===== src/design/qm_pkg.sv =====
// Queue manager shared definitions.
// Sizes of the queue, buffer and descriptor fields, the free list
// FSM encoding and the structs passed between the blocks and the bench.

`default_nettype none

package qm_pkg;

	localparam int NUM_QUEUES = 16;
	localparam int QID_NBITS = 4;

	localparam int NUM_BUFS = 32;
	localparam int BUF_NBITS = 5;
	localparam int DEPTH_NBITS = 6; // holds NUM_BUFS.

	localparam int PORT_NBITS = 3;
	localparam int LEN_NBITS = 11;
	localparam int TAG_NBITS = 8;

	localparam int ENQ_FIFO_DEPTH = 4;

	// free list startup FSM.
	localparam logic [1:0] FL_IDLE = 2'd0;
	localparam logic [1:0] FL_SWEEP = 2'd1;
	localparam logic [1:0] FL_DONE = 2'd2;

	typedef struct packed {
		logic [PORT_NBITS-1:0] src_port;
		logic [PORT_NBITS-1:0] dst_port;
		logic [LEN_NBITS-1:0] pkt_len;
		logic [TAG_NBITS-1:0] pkt_tag;
	} pkt_desc_t;

	typedef struct packed {
		logic [QID_NBITS-1:0] qid;
		pkt_desc_t desc;
	} enq_cmd_t;

	// to_empty: the queue held nothing before this enqueue.
	typedef struct packed {
		logic [QID_NBITS-1:0] qid;
		logic [PORT_NBITS-1:0] dst_port;
		logic to_empty;
	} enq_ack_t;

	// more: the queue still holds a descriptor after this dequeue.
	typedef struct packed {
		logic [QID_NBITS-1:0] qid;
		pkt_desc_t desc;
		logic more;
	} deq_ack_t;

endpackage

`default_nettype wire


===== src/design/qm_enq_fifo.sv =====
// Enqueue latency FIFO.
// Parks enqueue commands while dequeues own the list; a pushed entry
// shows at the head the cycle after the push.

`default_nettype none
`timescale 1ns/1ps

module qm_enq_fifo (
	input wire clk,
	input wire rst_n,
	input wire push,
	input wire qm_pkg::enq_cmd_t push_cmd,
	input wire pop,
	output logic empty,
	output qm_pkg::enq_cmd_t head_cmd
);
	import qm_pkg::*;

	enq_cmd_t mem [ENQ_FIFO_DEPTH];
	logic [$clog2(ENQ_FIFO_DEPTH)-1:0] wr_ptr;
	logic [$clog2(ENQ_FIFO_DEPTH)-1:0] rd_ptr;
	logic [$clog2(ENQ_FIFO_DEPTH):0] count;
	logic full;

	assign empty = (count == '0);
	assign full = (count == ENQ_FIFO_DEPTH);
	assign head_cmd = mem[rd_ptr];

	always_ff @(posedge clk) begin
		if (push)
			mem[wr_ptr] <= push_cmd;
	end

	always_ff @(posedge clk) begin
		if (!rst_n) begin
			wr_ptr <= '0;
			rd_ptr <= '0;
			count <= '0;
		end else begin
			if (push)
				wr_ptr <= (wr_ptr == ENQ_FIFO_DEPTH-1) ? '0 : wr_ptr + 1'b1;
			if (pop)
				rd_ptr <= (rd_ptr == ENQ_FIFO_DEPTH-1) ? '0 : rd_ptr + 1'b1;
			if (push && !pop)
				count <= count + 1'b1;
			else if (pop && !push)
				count <= count - 1'b1;
		end
	end

	// a push on a full FIFO means too many enqueues outstanding.
	a_no_push_full: assert property (@(posedge clk) disable iff (!rst_n) push |-> !full);
	a_no_pop_empty: assert property (@(posedge clk) disable iff (!rst_n) pop |-> !empty);

endmodule

`default_nettype wire


===== src/design/qm_free_list.sv =====
// Free buffer list.
// A ring of buffer ids with head and tail pointers. After reset a sweep
// writes every id into its own slot, one per cycle, then raises init_done.

`default_nettype none
`timescale 1ns/1ps

module qm_free_list (
	input wire clk,
	input wire rst_n,
	input wire buf_get,
	input wire buf_put,
	input wire [qm_pkg::BUF_NBITS-1:0] put_id,
	output logic [qm_pkg::BUF_NBITS-1:0] free_head,
	output logic init_done
);
	import qm_pkg::*;

	logic [BUF_NBITS-1:0] ring [NUM_BUFS];
	logic [BUF_NBITS-1:0] hd_ptr;
	logic [BUF_NBITS-1:0] tl_ptr;
	logic [BUF_NBITS:0] count;
	logic [1:0] state;
	logic [1:0] state_nxt;
	logic sweep;
	logic fill;

	assign sweep = (state == FL_SWEEP);
	assign fill = sweep || buf_put; // both write at the tail.
	assign init_done = (state == FL_DONE);
	assign free_head = ring[hd_ptr];

	always_comb begin
		state_nxt = state;
		case (state)
			FL_IDLE: state_nxt = FL_SWEEP;
			FL_SWEEP: if (tl_ptr == BUF_NBITS'(NUM_BUFS-1)) state_nxt = FL_DONE;
			FL_DONE: state_nxt = FL_DONE;
			default: state_nxt = FL_IDLE;
		endcase
	end

	always_ff @(posedge clk) begin
		if (!rst_n) begin
			state <= FL_IDLE;
			hd_ptr <= '0;
			tl_ptr <= '0;
			count <= '0;
		end else begin
			state <= state_nxt;
			// pointers wrap on their own since NUM_BUFS is 2**BUF_NBITS.
			if (fill)
				tl_ptr <= tl_ptr + 1'b1;
			if (buf_get)
				hd_ptr <= hd_ptr + 1'b1;
			case ({fill, buf_get})
				2'b10: count <= count + 1'b1;
				2'b01: count <= count - 1'b1;
				default: count <= count;
			endcase
		end
	end

	always_ff @(posedge clk) begin
		if (sweep)
			ring[tl_ptr] <= tl_ptr; // id i lands in slot i.
		else if (buf_put)
			ring[tl_ptr] <= put_id;
	end

	// a get on an empty ring means more descriptors than buffers.
	a_get_nonempty: assert property (@(posedge clk) disable iff (!rst_n)
		buf_get |-> count != '0);
	a_put_notfull: assert property (@(posedge clk) disable iff (!rst_n)
		buf_put |-> count != NUM_BUFS);

endmodule

`default_nettype wire


===== src/design/qm_queue_table.sv =====
// Per-queue list state.
// Head, tail and depth for every queue, read combinationally at op_qid
// and updated at the edge that ends an enqueue or a dequeue.
// Depths are held at zero until the free list sweep is done.

`default_nettype none
`timescale 1ns/1ps

module qm_queue_table (
	input wire clk,
	input wire rst_n,
	input wire init_done,
	input wire op_enq,
	input wire op_deq,
	input wire [qm_pkg::QID_NBITS-1:0] op_qid,
	input wire [qm_pkg::BUF_NBITS-1:0] new_buf,
	input wire [qm_pkg::BUF_NBITS-1:0] next_of_head,
	output logic [qm_pkg::BUF_NBITS-1:0] q_head,
	output logic [qm_pkg::BUF_NBITS-1:0] q_tail,
	output logic [qm_pkg::DEPTH_NBITS-1:0] q_depth
);
	import qm_pkg::*;

	logic [BUF_NBITS-1:0] head_mem [NUM_QUEUES];
	logic [BUF_NBITS-1:0] tail_mem [NUM_QUEUES];
	logic [DEPTH_NBITS-1:0] depth_mem [NUM_QUEUES];
	logic q_empty;

	assign q_head = head_mem[op_qid];
	assign q_tail = tail_mem[op_qid];
	assign q_depth = depth_mem[op_qid];
	assign q_empty = (q_depth == '0);

	// depths clear until the sweep is done.
	always_ff @(posedge clk) begin
		if (!rst_n || !init_done) begin
			for (int i = 0; i < NUM_QUEUES; i++)
				depth_mem[i] <= '0;
		end else if (op_enq) begin
			depth_mem[op_qid] <= q_depth + 1'b1;
		end else if (op_deq) begin
			depth_mem[op_qid] <= q_depth - 1'b1;
		end
	end

	always_ff @(posedge clk) begin
		if (op_enq) begin
			tail_mem[op_qid] <= new_buf;
			if (q_empty)
				head_mem[op_qid] <= new_buf; // first entry is head and tail.
		end else if (op_deq) begin
			head_mem[op_qid] <= next_of_head;
		end
	end

	// a dequeue of an empty queue means the request came before its enqueue ack.
	a_deq_nonempty: assert property (@(posedge clk) disable iff (!rst_n)
		op_deq |-> !q_empty);

	a_enq_no_wrap: assert property (@(posedge clk) disable iff (!rst_n)
		op_enq |-> q_depth != NUM_BUFS);

endmodule

`default_nettype wire


===== src/design/qm_link_store.sv =====
// Link store.
// Per-buffer next pointer and descriptor arrays. An enqueue writes the
// descriptor at the new buffer and links it behind the old tail;
// both arrays are read at the queue head.

`default_nettype none
`timescale 1ns/1ps

module qm_link_store (
	input wire clk,
	input wire op_enq,
	input wire op_deq,
	input wire [qm_pkg::BUF_NBITS-1:0] new_buf,
	input wire qm_pkg::pkt_desc_t enq_desc,
	input wire [qm_pkg::BUF_NBITS-1:0] q_tail,
	input wire [qm_pkg::DEPTH_NBITS-1:0] q_depth,
	input wire [qm_pkg::BUF_NBITS-1:0] q_head,
	output logic [qm_pkg::BUF_NBITS-1:0] next_of_head,
	output qm_pkg::pkt_desc_t head_desc
);
	import qm_pkg::*;

	logic [BUF_NBITS-1:0] next_mem [NUM_BUFS];
	pkt_desc_t desc_mem [NUM_BUFS];

	always_ff @(posedge clk) begin
		if (op_enq) begin
			desc_mem[new_buf] <= enq_desc;
			// no link to write when the queue was empty.
			if (q_depth != '0)
				next_mem[q_tail] <= new_buf;
		end
	end

	assign next_of_head = next_mem[q_head];
	assign head_desc = desc_mem[q_head];

	// a head pointing at itself would be a corrupt list.
	a_no_self_link: assert property (@(posedge clk)
		op_deq && q_depth > 1 |-> next_of_head != q_head);

endmodule

`default_nettype wire


===== src/design/qm_core.sv =====
// Queue manager control.
// Registers dequeue requests, grants the list to a dequeue ahead of a
// parked enqueue, drives one list operation per cycle and registers
// the enqueue and dequeue acks at the end of that cycle.

`default_nettype none
`timescale 1ns/1ps

module qm_core (
	input wire clk,
	input wire rst_n,
	input wire init_done,
	input wire enq_req,
	input wire qm_pkg::enq_cmd_t enq_cmd,
	input wire deq_req,
	input wire [qm_pkg::QID_NBITS-1:0] deq_qid,
	input wire [qm_pkg::DEPTH_NBITS-1:0] q_depth,
	input wire qm_pkg::pkt_desc_t head_desc,
	input wire [qm_pkg::BUF_NBITS-1:0] q_head,
	input wire [qm_pkg::BUF_NBITS-1:0] free_head,
	input wire fifo_empty,
	input wire qm_pkg::enq_cmd_t fifo_cmd,
	output logic fifo_pop,
	output logic op_enq,
	output logic op_deq,
	output logic [qm_pkg::QID_NBITS-1:0] op_qid,
	output logic buf_put,
	output qm_pkg::pkt_desc_t enq_desc,
	output logic ready,
	output logic enq_ack,
	output qm_pkg::enq_ack_t enq_info,
	output logic deq_ack,
	output qm_pkg::deq_ack_t deq_info
);
	import qm_pkg::*;

	logic deq_req_d1;
	logic [QID_NBITS-1:0] deq_qid_d1;

	always_ff @(posedge clk) begin
		if (!rst_n)
			deq_req_d1 <= 1'b0;
		else
			deq_req_d1 <= deq_req;
	end

	always_ff @(posedge clk)
		deq_qid_d1 <= deq_qid;

	// dequeue wins; a parked enqueue takes any other cycle.
	assign op_deq = deq_req_d1;
	assign fifo_pop = !deq_req_d1 && !fifo_empty;
	assign op_enq = fifo_pop;
	assign op_qid = deq_req_d1 ? deq_qid_d1 : fifo_cmd.qid;

	assign buf_put = op_deq; // head buffer goes back to the free list.
	assign enq_desc = fifo_cmd.desc;
	assign ready = init_done;

	always_ff @(posedge clk) begin
		if (!rst_n) begin
			enq_ack <= 1'b0;
			deq_ack <= 1'b0;
		end else begin
			enq_ack <= op_enq;
			deq_ack <= op_deq;
		end
	end

	// depth is sampled before this cycle's update.
	always_ff @(posedge clk) begin
		enq_info.qid <= fifo_cmd.qid;
		enq_info.dst_port <= fifo_cmd.desc.dst_port;
		enq_info.to_empty <= (q_depth == '0);
		deq_info.qid <= deq_qid_d1;
		deq_info.desc <= head_desc;
		deq_info.more <= (q_depth > 1);
	end

	a_req_after_ready: assert property (@(posedge clk) disable iff (!rst_n)
		enq_req || deq_req |-> init_done);

	a_enq_cmd_known: assert property (@(posedge clk) disable iff (!rst_n)
		enq_req |-> !$isunknown(enq_cmd));

	// a fresh buffer must never alias the live head of its queue.
	a_no_alias: assert property (@(posedge clk) disable iff (!rst_n)
		op_enq && q_depth != '0 |-> free_head != q_head);

endmodule

`default_nettype wire


===== src/design/qm_top.sv =====
// Queue manager top level.
// Connects control, latency FIFO, free list, queue table and link store.

`default_nettype none
`timescale 1ns/1ps

module qm_top (
	input wire clk,
	input wire rst_n,
	input wire enq_req,
	input wire qm_pkg::enq_cmd_t enq_cmd,
	input wire deq_req,
	input wire [qm_pkg::QID_NBITS-1:0] deq_qid,
	output logic ready,
	output logic enq_ack,
	output qm_pkg::enq_ack_t enq_info,
	output logic deq_ack,
	output qm_pkg::deq_ack_t deq_info
);
	import qm_pkg::*;

	logic init_done;
	logic fifo_empty;
	logic fifo_pop;
	enq_cmd_t fifo_cmd;
	logic op_enq;
	logic op_deq;
	logic [QID_NBITS-1:0] op_qid;
	logic buf_put;
	logic [BUF_NBITS-1:0] free_head;
	logic [BUF_NBITS-1:0] q_head;
	logic [BUF_NBITS-1:0] q_tail;
	logic [DEPTH_NBITS-1:0] q_depth;
	logic [BUF_NBITS-1:0] next_of_head;
	pkt_desc_t enq_desc;
	pkt_desc_t head_desc;

	qm_core i_core (
		.clk(clk), .rst_n(rst_n), .init_done(init_done),
		.enq_req(enq_req), .enq_cmd(enq_cmd), .deq_req(deq_req), .deq_qid(deq_qid),
		.q_depth(q_depth), .head_desc(head_desc), .q_head(q_head), .free_head(free_head),
		.fifo_empty(fifo_empty), .fifo_cmd(fifo_cmd), .fifo_pop(fifo_pop),
		.op_enq(op_enq), .op_deq(op_deq), .op_qid(op_qid), .buf_put(buf_put),
		.enq_desc(enq_desc), .ready(ready), .enq_ack(enq_ack), .enq_info(enq_info),
		.deq_ack(deq_ack), .deq_info(deq_info)
	);

	qm_enq_fifo i_enq_fifo (
		.clk(clk), .rst_n(rst_n), .push(enq_req), .push_cmd(enq_cmd),
		.pop(fifo_pop), .empty(fifo_empty), .head_cmd(fifo_cmd)
	);

	qm_free_list i_free_list (
		.clk(clk), .rst_n(rst_n), .buf_get(op_enq), .buf_put(buf_put),
		.put_id(q_head), .free_head(free_head), .init_done(init_done)
	);

	qm_queue_table i_queue_table (
		.clk(clk), .rst_n(rst_n), .init_done(init_done), .op_enq(op_enq),
		.op_deq(op_deq), .op_qid(op_qid), .new_buf(free_head),
		.next_of_head(next_of_head), .q_head(q_head), .q_tail(q_tail), .q_depth(q_depth)
	);

	qm_link_store i_link_store (
		.clk(clk), .op_enq(op_enq), .op_deq(op_deq), .new_buf(free_head),
		.enq_desc(enq_desc), .q_tail(q_tail), .q_depth(q_depth), .q_head(q_head),
		.next_of_head(next_of_head), .head_desc(head_desc)
	);

endmodule

`default_nettype wire


===== config.mk =====
export PLATFORM = sky130hd
export DESIGN_NAME = qm_top
export DESIGN_NICKNAME = d
export VERILOG_FILES = /design/src/design/qm_pkg.sv /design/src/design/qm_enq_fifo.sv /design/src/design/qm_free_list.sv /design/src/design/qm_queue_table.sv /design/src/design/qm_link_store.sv /design/src/design/qm_core.sv /design/src/design/qm_top.sv
export SDC_FILE = /design/constraint.sdc
export NUM_CORES = 2
export LEC_CHECK = 0
export BUFFER_PORTS_ARGS = -buffer_cell sky130_fd_sc_hd__buf_2
export CAP_MARGIN = 20
export CORE_ASPECT_RATIO = 1.4
export CORE_MARGIN = 2
export CORE_UTILIZATION = 51
export DETAILED_ROUTE_END_ITERATION = 16
export PLACE_DENSITY = 0.77
export SKIP_CTS_REPAIR_TIMING = 1
export SKIP_LAST_GASP = 1
export SYNTH_ARGS = -nofsm -noshare
export SYNTH_HDL_FRONTEND = slang
export SYNTH_SLANG_ARGS = --single-unit

===== constraint.sdc =====
create_clock -name clk -period 8 [get_ports clk]
set_clock_uncertainty 0.15 [all_clocks]
set_input_delay 1.2 -clock clk [delete_from_list [all_inputs] [get_ports clk]]
set_output_delay 1.2 -clock clk [all_outputs]
set_load 0.03 [all_outputs]

==> summary by stage <==
Floorplanning
The effective utilization at floorplan is 51.5%. The die covers 0.123 mm^2. The boundary pin count is 78. The region available for standard cell placement spans 0.120 mm^2. The die is 415 um tall. From left edge to right edge, the die measures 298 um. The number of rows created at floorplan is 150.

Drt
The via count normalized by instance count is 6.18. The detailed-route wire length per cell is 26.5 um. For this run, the detailed router's first-pass iteration total came to 6. After the first detailed-routing iteration, the DRC count stood at 4,149.

The number of routed nets with antenna violations is 0. The total wirelength of the detailed-routed design is 147,000 um. The detailed-route DRC error count is 0.

The final route contains 34,300 vias.

Clock tree
The clock network latency to the later pin of the worst-skew pair is 0.79 ns. Clock-pin slew was measured on the worst setup and hold paths at 0.06 ns. The level count of the clock H-tree is 4.

The buffer type at the clock tree root is sky130_fd_sc_hd__clkbuf_16. The number of clock buffers added by TritonCTS is 143. The clock passes through at most 3 buffers.

TritonCTS built the clock tree. The clock sink count is 1,563.

Setup path
In this run the number of cells on the critical path is 13. The cell with the largest stage delay on the worst path is sky130_fd_sc_hd__a221oi_1. The largest single stage delay on the critical path is 0.77 ns. The worst register-to-register path has a setup slack of 2.03 ns. The path type of the worst setup path is flop to flop.

The number of cell instances on the worst register-to-register path is 13. The worst setup path is captured at a flop. At the worst endpoint, the required time is 8.28 ns.

The library cell appearing most often on the critical path is sky130_fd_sc_hd__mux2i_1. The worst setup path is launched from a flop. The critical path contains buffers and inverters numbering 2 combined. Along the worst path, the maximum fanout reaches 48. The arrival time reported for the critical path endpoint is 6.25 ns.

In this run the critical register-to-register path is captured at i_queue_table.head_mem[8][1]. The kind of cell with the highest combined delay along the critical path is compound AO/OA/AOI/OAI gates. The signal on the critical path passes through buf_4 -> mux2i_1 -> o221ai_4 -> buf_4 -> a221oi_1 -> nor3_1 -> o22a_1 -> and3_4 -> mux2i_1 -> mux2i_1 -> a221oi_1 -> o21ai_1 -> o221a_1. The critical path ends at i_queue_table.head_mem[8][1].

STA
The maximum clock frequency is 0.167 GHz. Setup repair after global routing left no endpoint under its margin. Setup violations remaining at the end of the flow were counted as 0. For the finished layout, the period the worst path requires is 5.97 ns. The final hold violation count came to 0. Measured against its own limit, the worst slew margin works out to 22.5%. For the pin with the worst max-slew slack, the measured transition is 1.16 ns. Dividing the final minimum period by the clock period gives 74.7%. In the final timing run, aggregate negative setup slack is 0 ns. The final number of max-transition violations is 0.

Finish
At the end of the flow the core is filled with cells to 57.6%. The fraction of final layout cells with drive strength greater than 1 is 16.6%. The area overhead of the layout relative to synthesis is 11.9%.

The final-stage net count is 3,893.

Logic synthesis
The cell count after synthesis is 3,740. The synthesized design contains 1,563 register bits. The part of the Yosys area used for sequential elements is 75.1%. The cell area after synthesis is 0.0615 mm^2. The number of enable flip-flop cells after synthesis is 1,492. Of the post-synthesis cell area, the dominant cell type holds 72.8%. During synthesis, Yosys emitted a total of 0 warnings. Synthesis produced a netlist with a net count of 3,797.

The most used flip-flop cell after synthesis is sky130_fd_sc_hd__edfxtp_1. A synthesized cell averages 16.5 um^2. Yosys attributes the largest share of cell area to sky130_fd_sc_hd__edfxtp_1 73%, sky130_fd_sc_hd__mux4_2 7.1%, sky130_fd_sc_hd__nand2_1 3.5%, sky130_fd_sc_hd__mux2i_1 2.6%, sky130_fd_sc_hd__dfxtp_1 2.3%. The number of distinct library cells after synthesis is 71.

The largest total area in the synthesized netlist belongs to sky130_fd_sc_hd__edfxtp_1. Of all flip-flops after synthesis, the portion carrying an async set or reset was 0%.

Place
The sum of net half-perimeters after detailed placement is 84,600 um. The placer congestion estimate is 0.898. The number of input and output port buffers inserted is 77.

Power
The total power consumption of the routed design is 28.8 mW. The analysis attributes to cell leakage a power of 22.9 nW. The worst supply voltage drop on vdd is 0.422 mV.

Dividing total power by cell area gives a power density of 418 mW/mm^2.

Global routing
The initial antenna violation count came to 3. The global-route congestion overflow total is 0. The wire length of the first global-routing pass is 217,000 um. The number of global-route vias before repair came to 34,500. In the global route stage, overall resource usage came out at 23.7%.

The largest net degree at the start of global routing is 147.

Min path
The path class of the tightest hold or removal check is flop to flop.

Run
Max-cap violations in this run came to 0.

Status
The flow ran to the end, and the final reports show no timing, DRC or antenna violations.
-- metrics by stage --
step | std cells | instance area, um^2 | hold slack [ns] | setup slack, ns
after floorplan | 3740 | 61500 | 0.210 | 2.82
after global placement | 5274 | 63900 | 0.324 | 1.96
after detailed placement | 5282 | 64100 | 0.333 | 2.08
after CTS | 5539 | 68800 | 0.335 | 1.99
after global routing | 5544 | 68900 | 0.338 | 1.74
final | 5545 | 68900 | 0.330 | 2.03
-- synth_stat cells, types with 3 or more instances --
cell	n
sky130_fd_sc_hd__edfxtp_1	1492
sky130_fd_sc_hd__nand2_1	569
sky130_fd_sc_hd__nor2_1	305
sky130_fd_sc_hd__mux4_2	195
sky130_fd_sc_hd__nand3_1	161
sky130_fd_sc_hd__mux2i_1	159
sky130_fd_sc_hd__clkbuf_1	101
sky130_fd_sc_hd__dfxtp_1	71
sky130_fd_sc_hd__buf_2	66
sky130_fd_sc_hd__o21ai_0	62
sky130_fd_sc_hd__a21oi_1	61
sky130_fd_sc_hd__a31oi_1	51
sky130_fd_sc_hd__a221oi_1	35
sky130_fd_sc_hd__a22oi_1	34
sky130_fd_sc_hd__o211ai_1	33
sky130_fd_sc_hd__o221a_1	28
sky130_fd_sc_hd__and2_1	27
sky130_fd_sc_hd__buf_1	21
sky130_fd_sc_hd__nor3_1	21
sky130_fd_sc_hd__a221oi_2	20
sky130_fd_sc_hd__ha_1	19
sky130_fd_sc_hd__nor2b_1	19
sky130_fd_sc_hd__inv_1	15
sky130_fd_sc_hd__buf_4	14
sky130_fd_sc_hd__o22ai_1	12
sky130_fd_sc_hd__xnor2_1	12
sky130_fd_sc_hd__and3_1	11
sky130_fd_sc_hd__or3_1	10
sky130_fd_sc_hd__nand2b_1	9
sky130_fd_sc_hd__a32oi_1	8
sky130_fd_sc_hd__mux2_2	8
sky130_fd_sc_hd__o21ai_1	8
sky130_fd_sc_hd__nand4_1	7
sky130_fd_sc_hd__or2_1	6
sky130_fd_sc_hd__a22o_1	4
sky130_fd_sc_hd__buf_6	4
sky130_fd_sc_hd__nand3b_1	4
sky130_fd_sc_hd__nor3b_1	4
sky130_fd_sc_hd__o21a_1	4
sky130_fd_sc_hd__a2111oi_0	3
sky130_fd_sc_hd__a21boi_0	3
sky130_fd_sc_hd__mux2_4	3
sky130_fd_sc_hd__o32ai_1	3
sky130_fd_sc_hd__or2_2	3
-- final cells by class --
class	count	area [um^2]
fill	8575	50700
inverter	16	60.1
multi-input combinational	1955	14700
clock buffer	180	3790
sequential	1563	46200
timing repair buffer	157	1220
clock inverter	77	875
antenna	1	2.50
tap	1596	2000
-- placed cells by master (no fill, tap or decap), types with 12 or more instances in the layout --
master and count:
sky130_fd_sc_hd__o221a_1 28, sky130_fd_sc_hd__clkinv_2 24, sky130_fd_sc_hd__bufinv_16 15, sky130_fd_sc_hd__nand3_1 160, sky130_fd_sc_hd__a221oi_1 35, sky130_fd_sc_hd__o22ai_1 12
sky130_fd_sc_hd__dfxtp_1 68, sky130_fd_sc_hd__a22oi_1 34, sky130_fd_sc_hd__edfxtp_1 1492, sky130_fd_sc_hd__nor3_1 21, sky130_fd_sc_hd__a31oi_1 51, sky130_fd_sc_hd__buf_4 62
sky130_fd_sc_hd__mux4_2 195, sky130_fd_sc_hd__clkinv_1 23, sky130_fd_sc_hd__ha_1 19, sky130_fd_sc_hd__mux2i_1 159, sky130_fd_sc_hd__a21oi_1 61, sky130_fd_sc_hd__a221oi_2 20
sky130_fd_sc_hd__clkbuf_1 31, sky130_fd_sc_hd__inv_1 15, sky130_fd_sc_hd__nand2_1 569, sky130_fd_sc_hd__buf_2 77, sky130_fd_sc_hd__and2_1 27, sky130_fd_sc_hd__o211ai_1 33
sky130_fd_sc_hd__o21ai_0 58, sky130_fd_sc_hd__nor2b_1 18, sky130_fd_sc_hd__clkbuf_16 144, sky130_fd_sc_hd__nor2_1 270, sky130_fd_sc_hd__nor2_4 32
-- how the worst min path moves through the flow --
stage	to	slack, ns	from	cells past startpoint
2_1_floorplan	i_core.deq_info[27]	0.21	i_core.deq_qid_d1[1]	0
3_3_place_gp	flop	0.32	i_enq_fifo.rd_ptr[1]	2
3_5_place_dp	i_core.deq_info[28]	0.33	i_core.deq_qid_d1[2]	0
4_1_cts	i_core.deq_qid_d1[0]	0.34	deq_qid[0]	1
5_1_grt	i_core.deq_info[28]	0.34	i_core.deq_qid_d1[2]	0
6_report	i_core.deq_info[28]	0.33	i_core.deq_qid_d1[2]	0
-- registers in the layout, indices dropped and copies added (netlist names), 8 cells and up, named ones only --
name                     flops
i_core.deq_info             30
i_core.enq_info              8
i_enq_fifo.mem             116
i_free_list.ring           160
i_link_store.desc_mem      800
i_link_store.next_mem      160
i_queue_table.depth_mem     96
i_queue_table.head_mem      80
i_queue_table.tail_mem      80
-- metal layers --
metal,vias up,routed length [um],track usage [%]
li1,14700,-,-
met1,17300,51800,29.2
met2,1891,75000,40.8
met3,436,12700,3.74
met4,4,7610,12.1
met5,-,31,0
-- logic make-up (layout without fill, tap and decap cells) --
logic type | count (synthesis) | count (layout) | synth area share (%)
compound gates | 390 | 390 | 4.73
xor+xnor | 14 | 14 | 0.199
fa+ha+maj | 20 | 20 | 0.419
buf+inv | 222 | 430 | 1.62
flops | 1563 | 1563 | 75.1
other cells | 0 | 1 | 0
simple gates | 1166 | 1166 | 7.97
mux | 365 | 365 | 9.94
-- where the power goes --
group | internal (mW) | switching, mW | total [mW] | leakage (nW)
Sequential | 10.8 | 0.273 | 11.1 | 14.4
Combinational | 3.49 | 7.37 | 10.9 | 6.25
Clock | 3.87 | 2.97 | 6.84 | 2.28
Total | 18.2 | 10.6 | 28.8 | 22.9
Note: power is estimated with default switching activity, not from simulation.
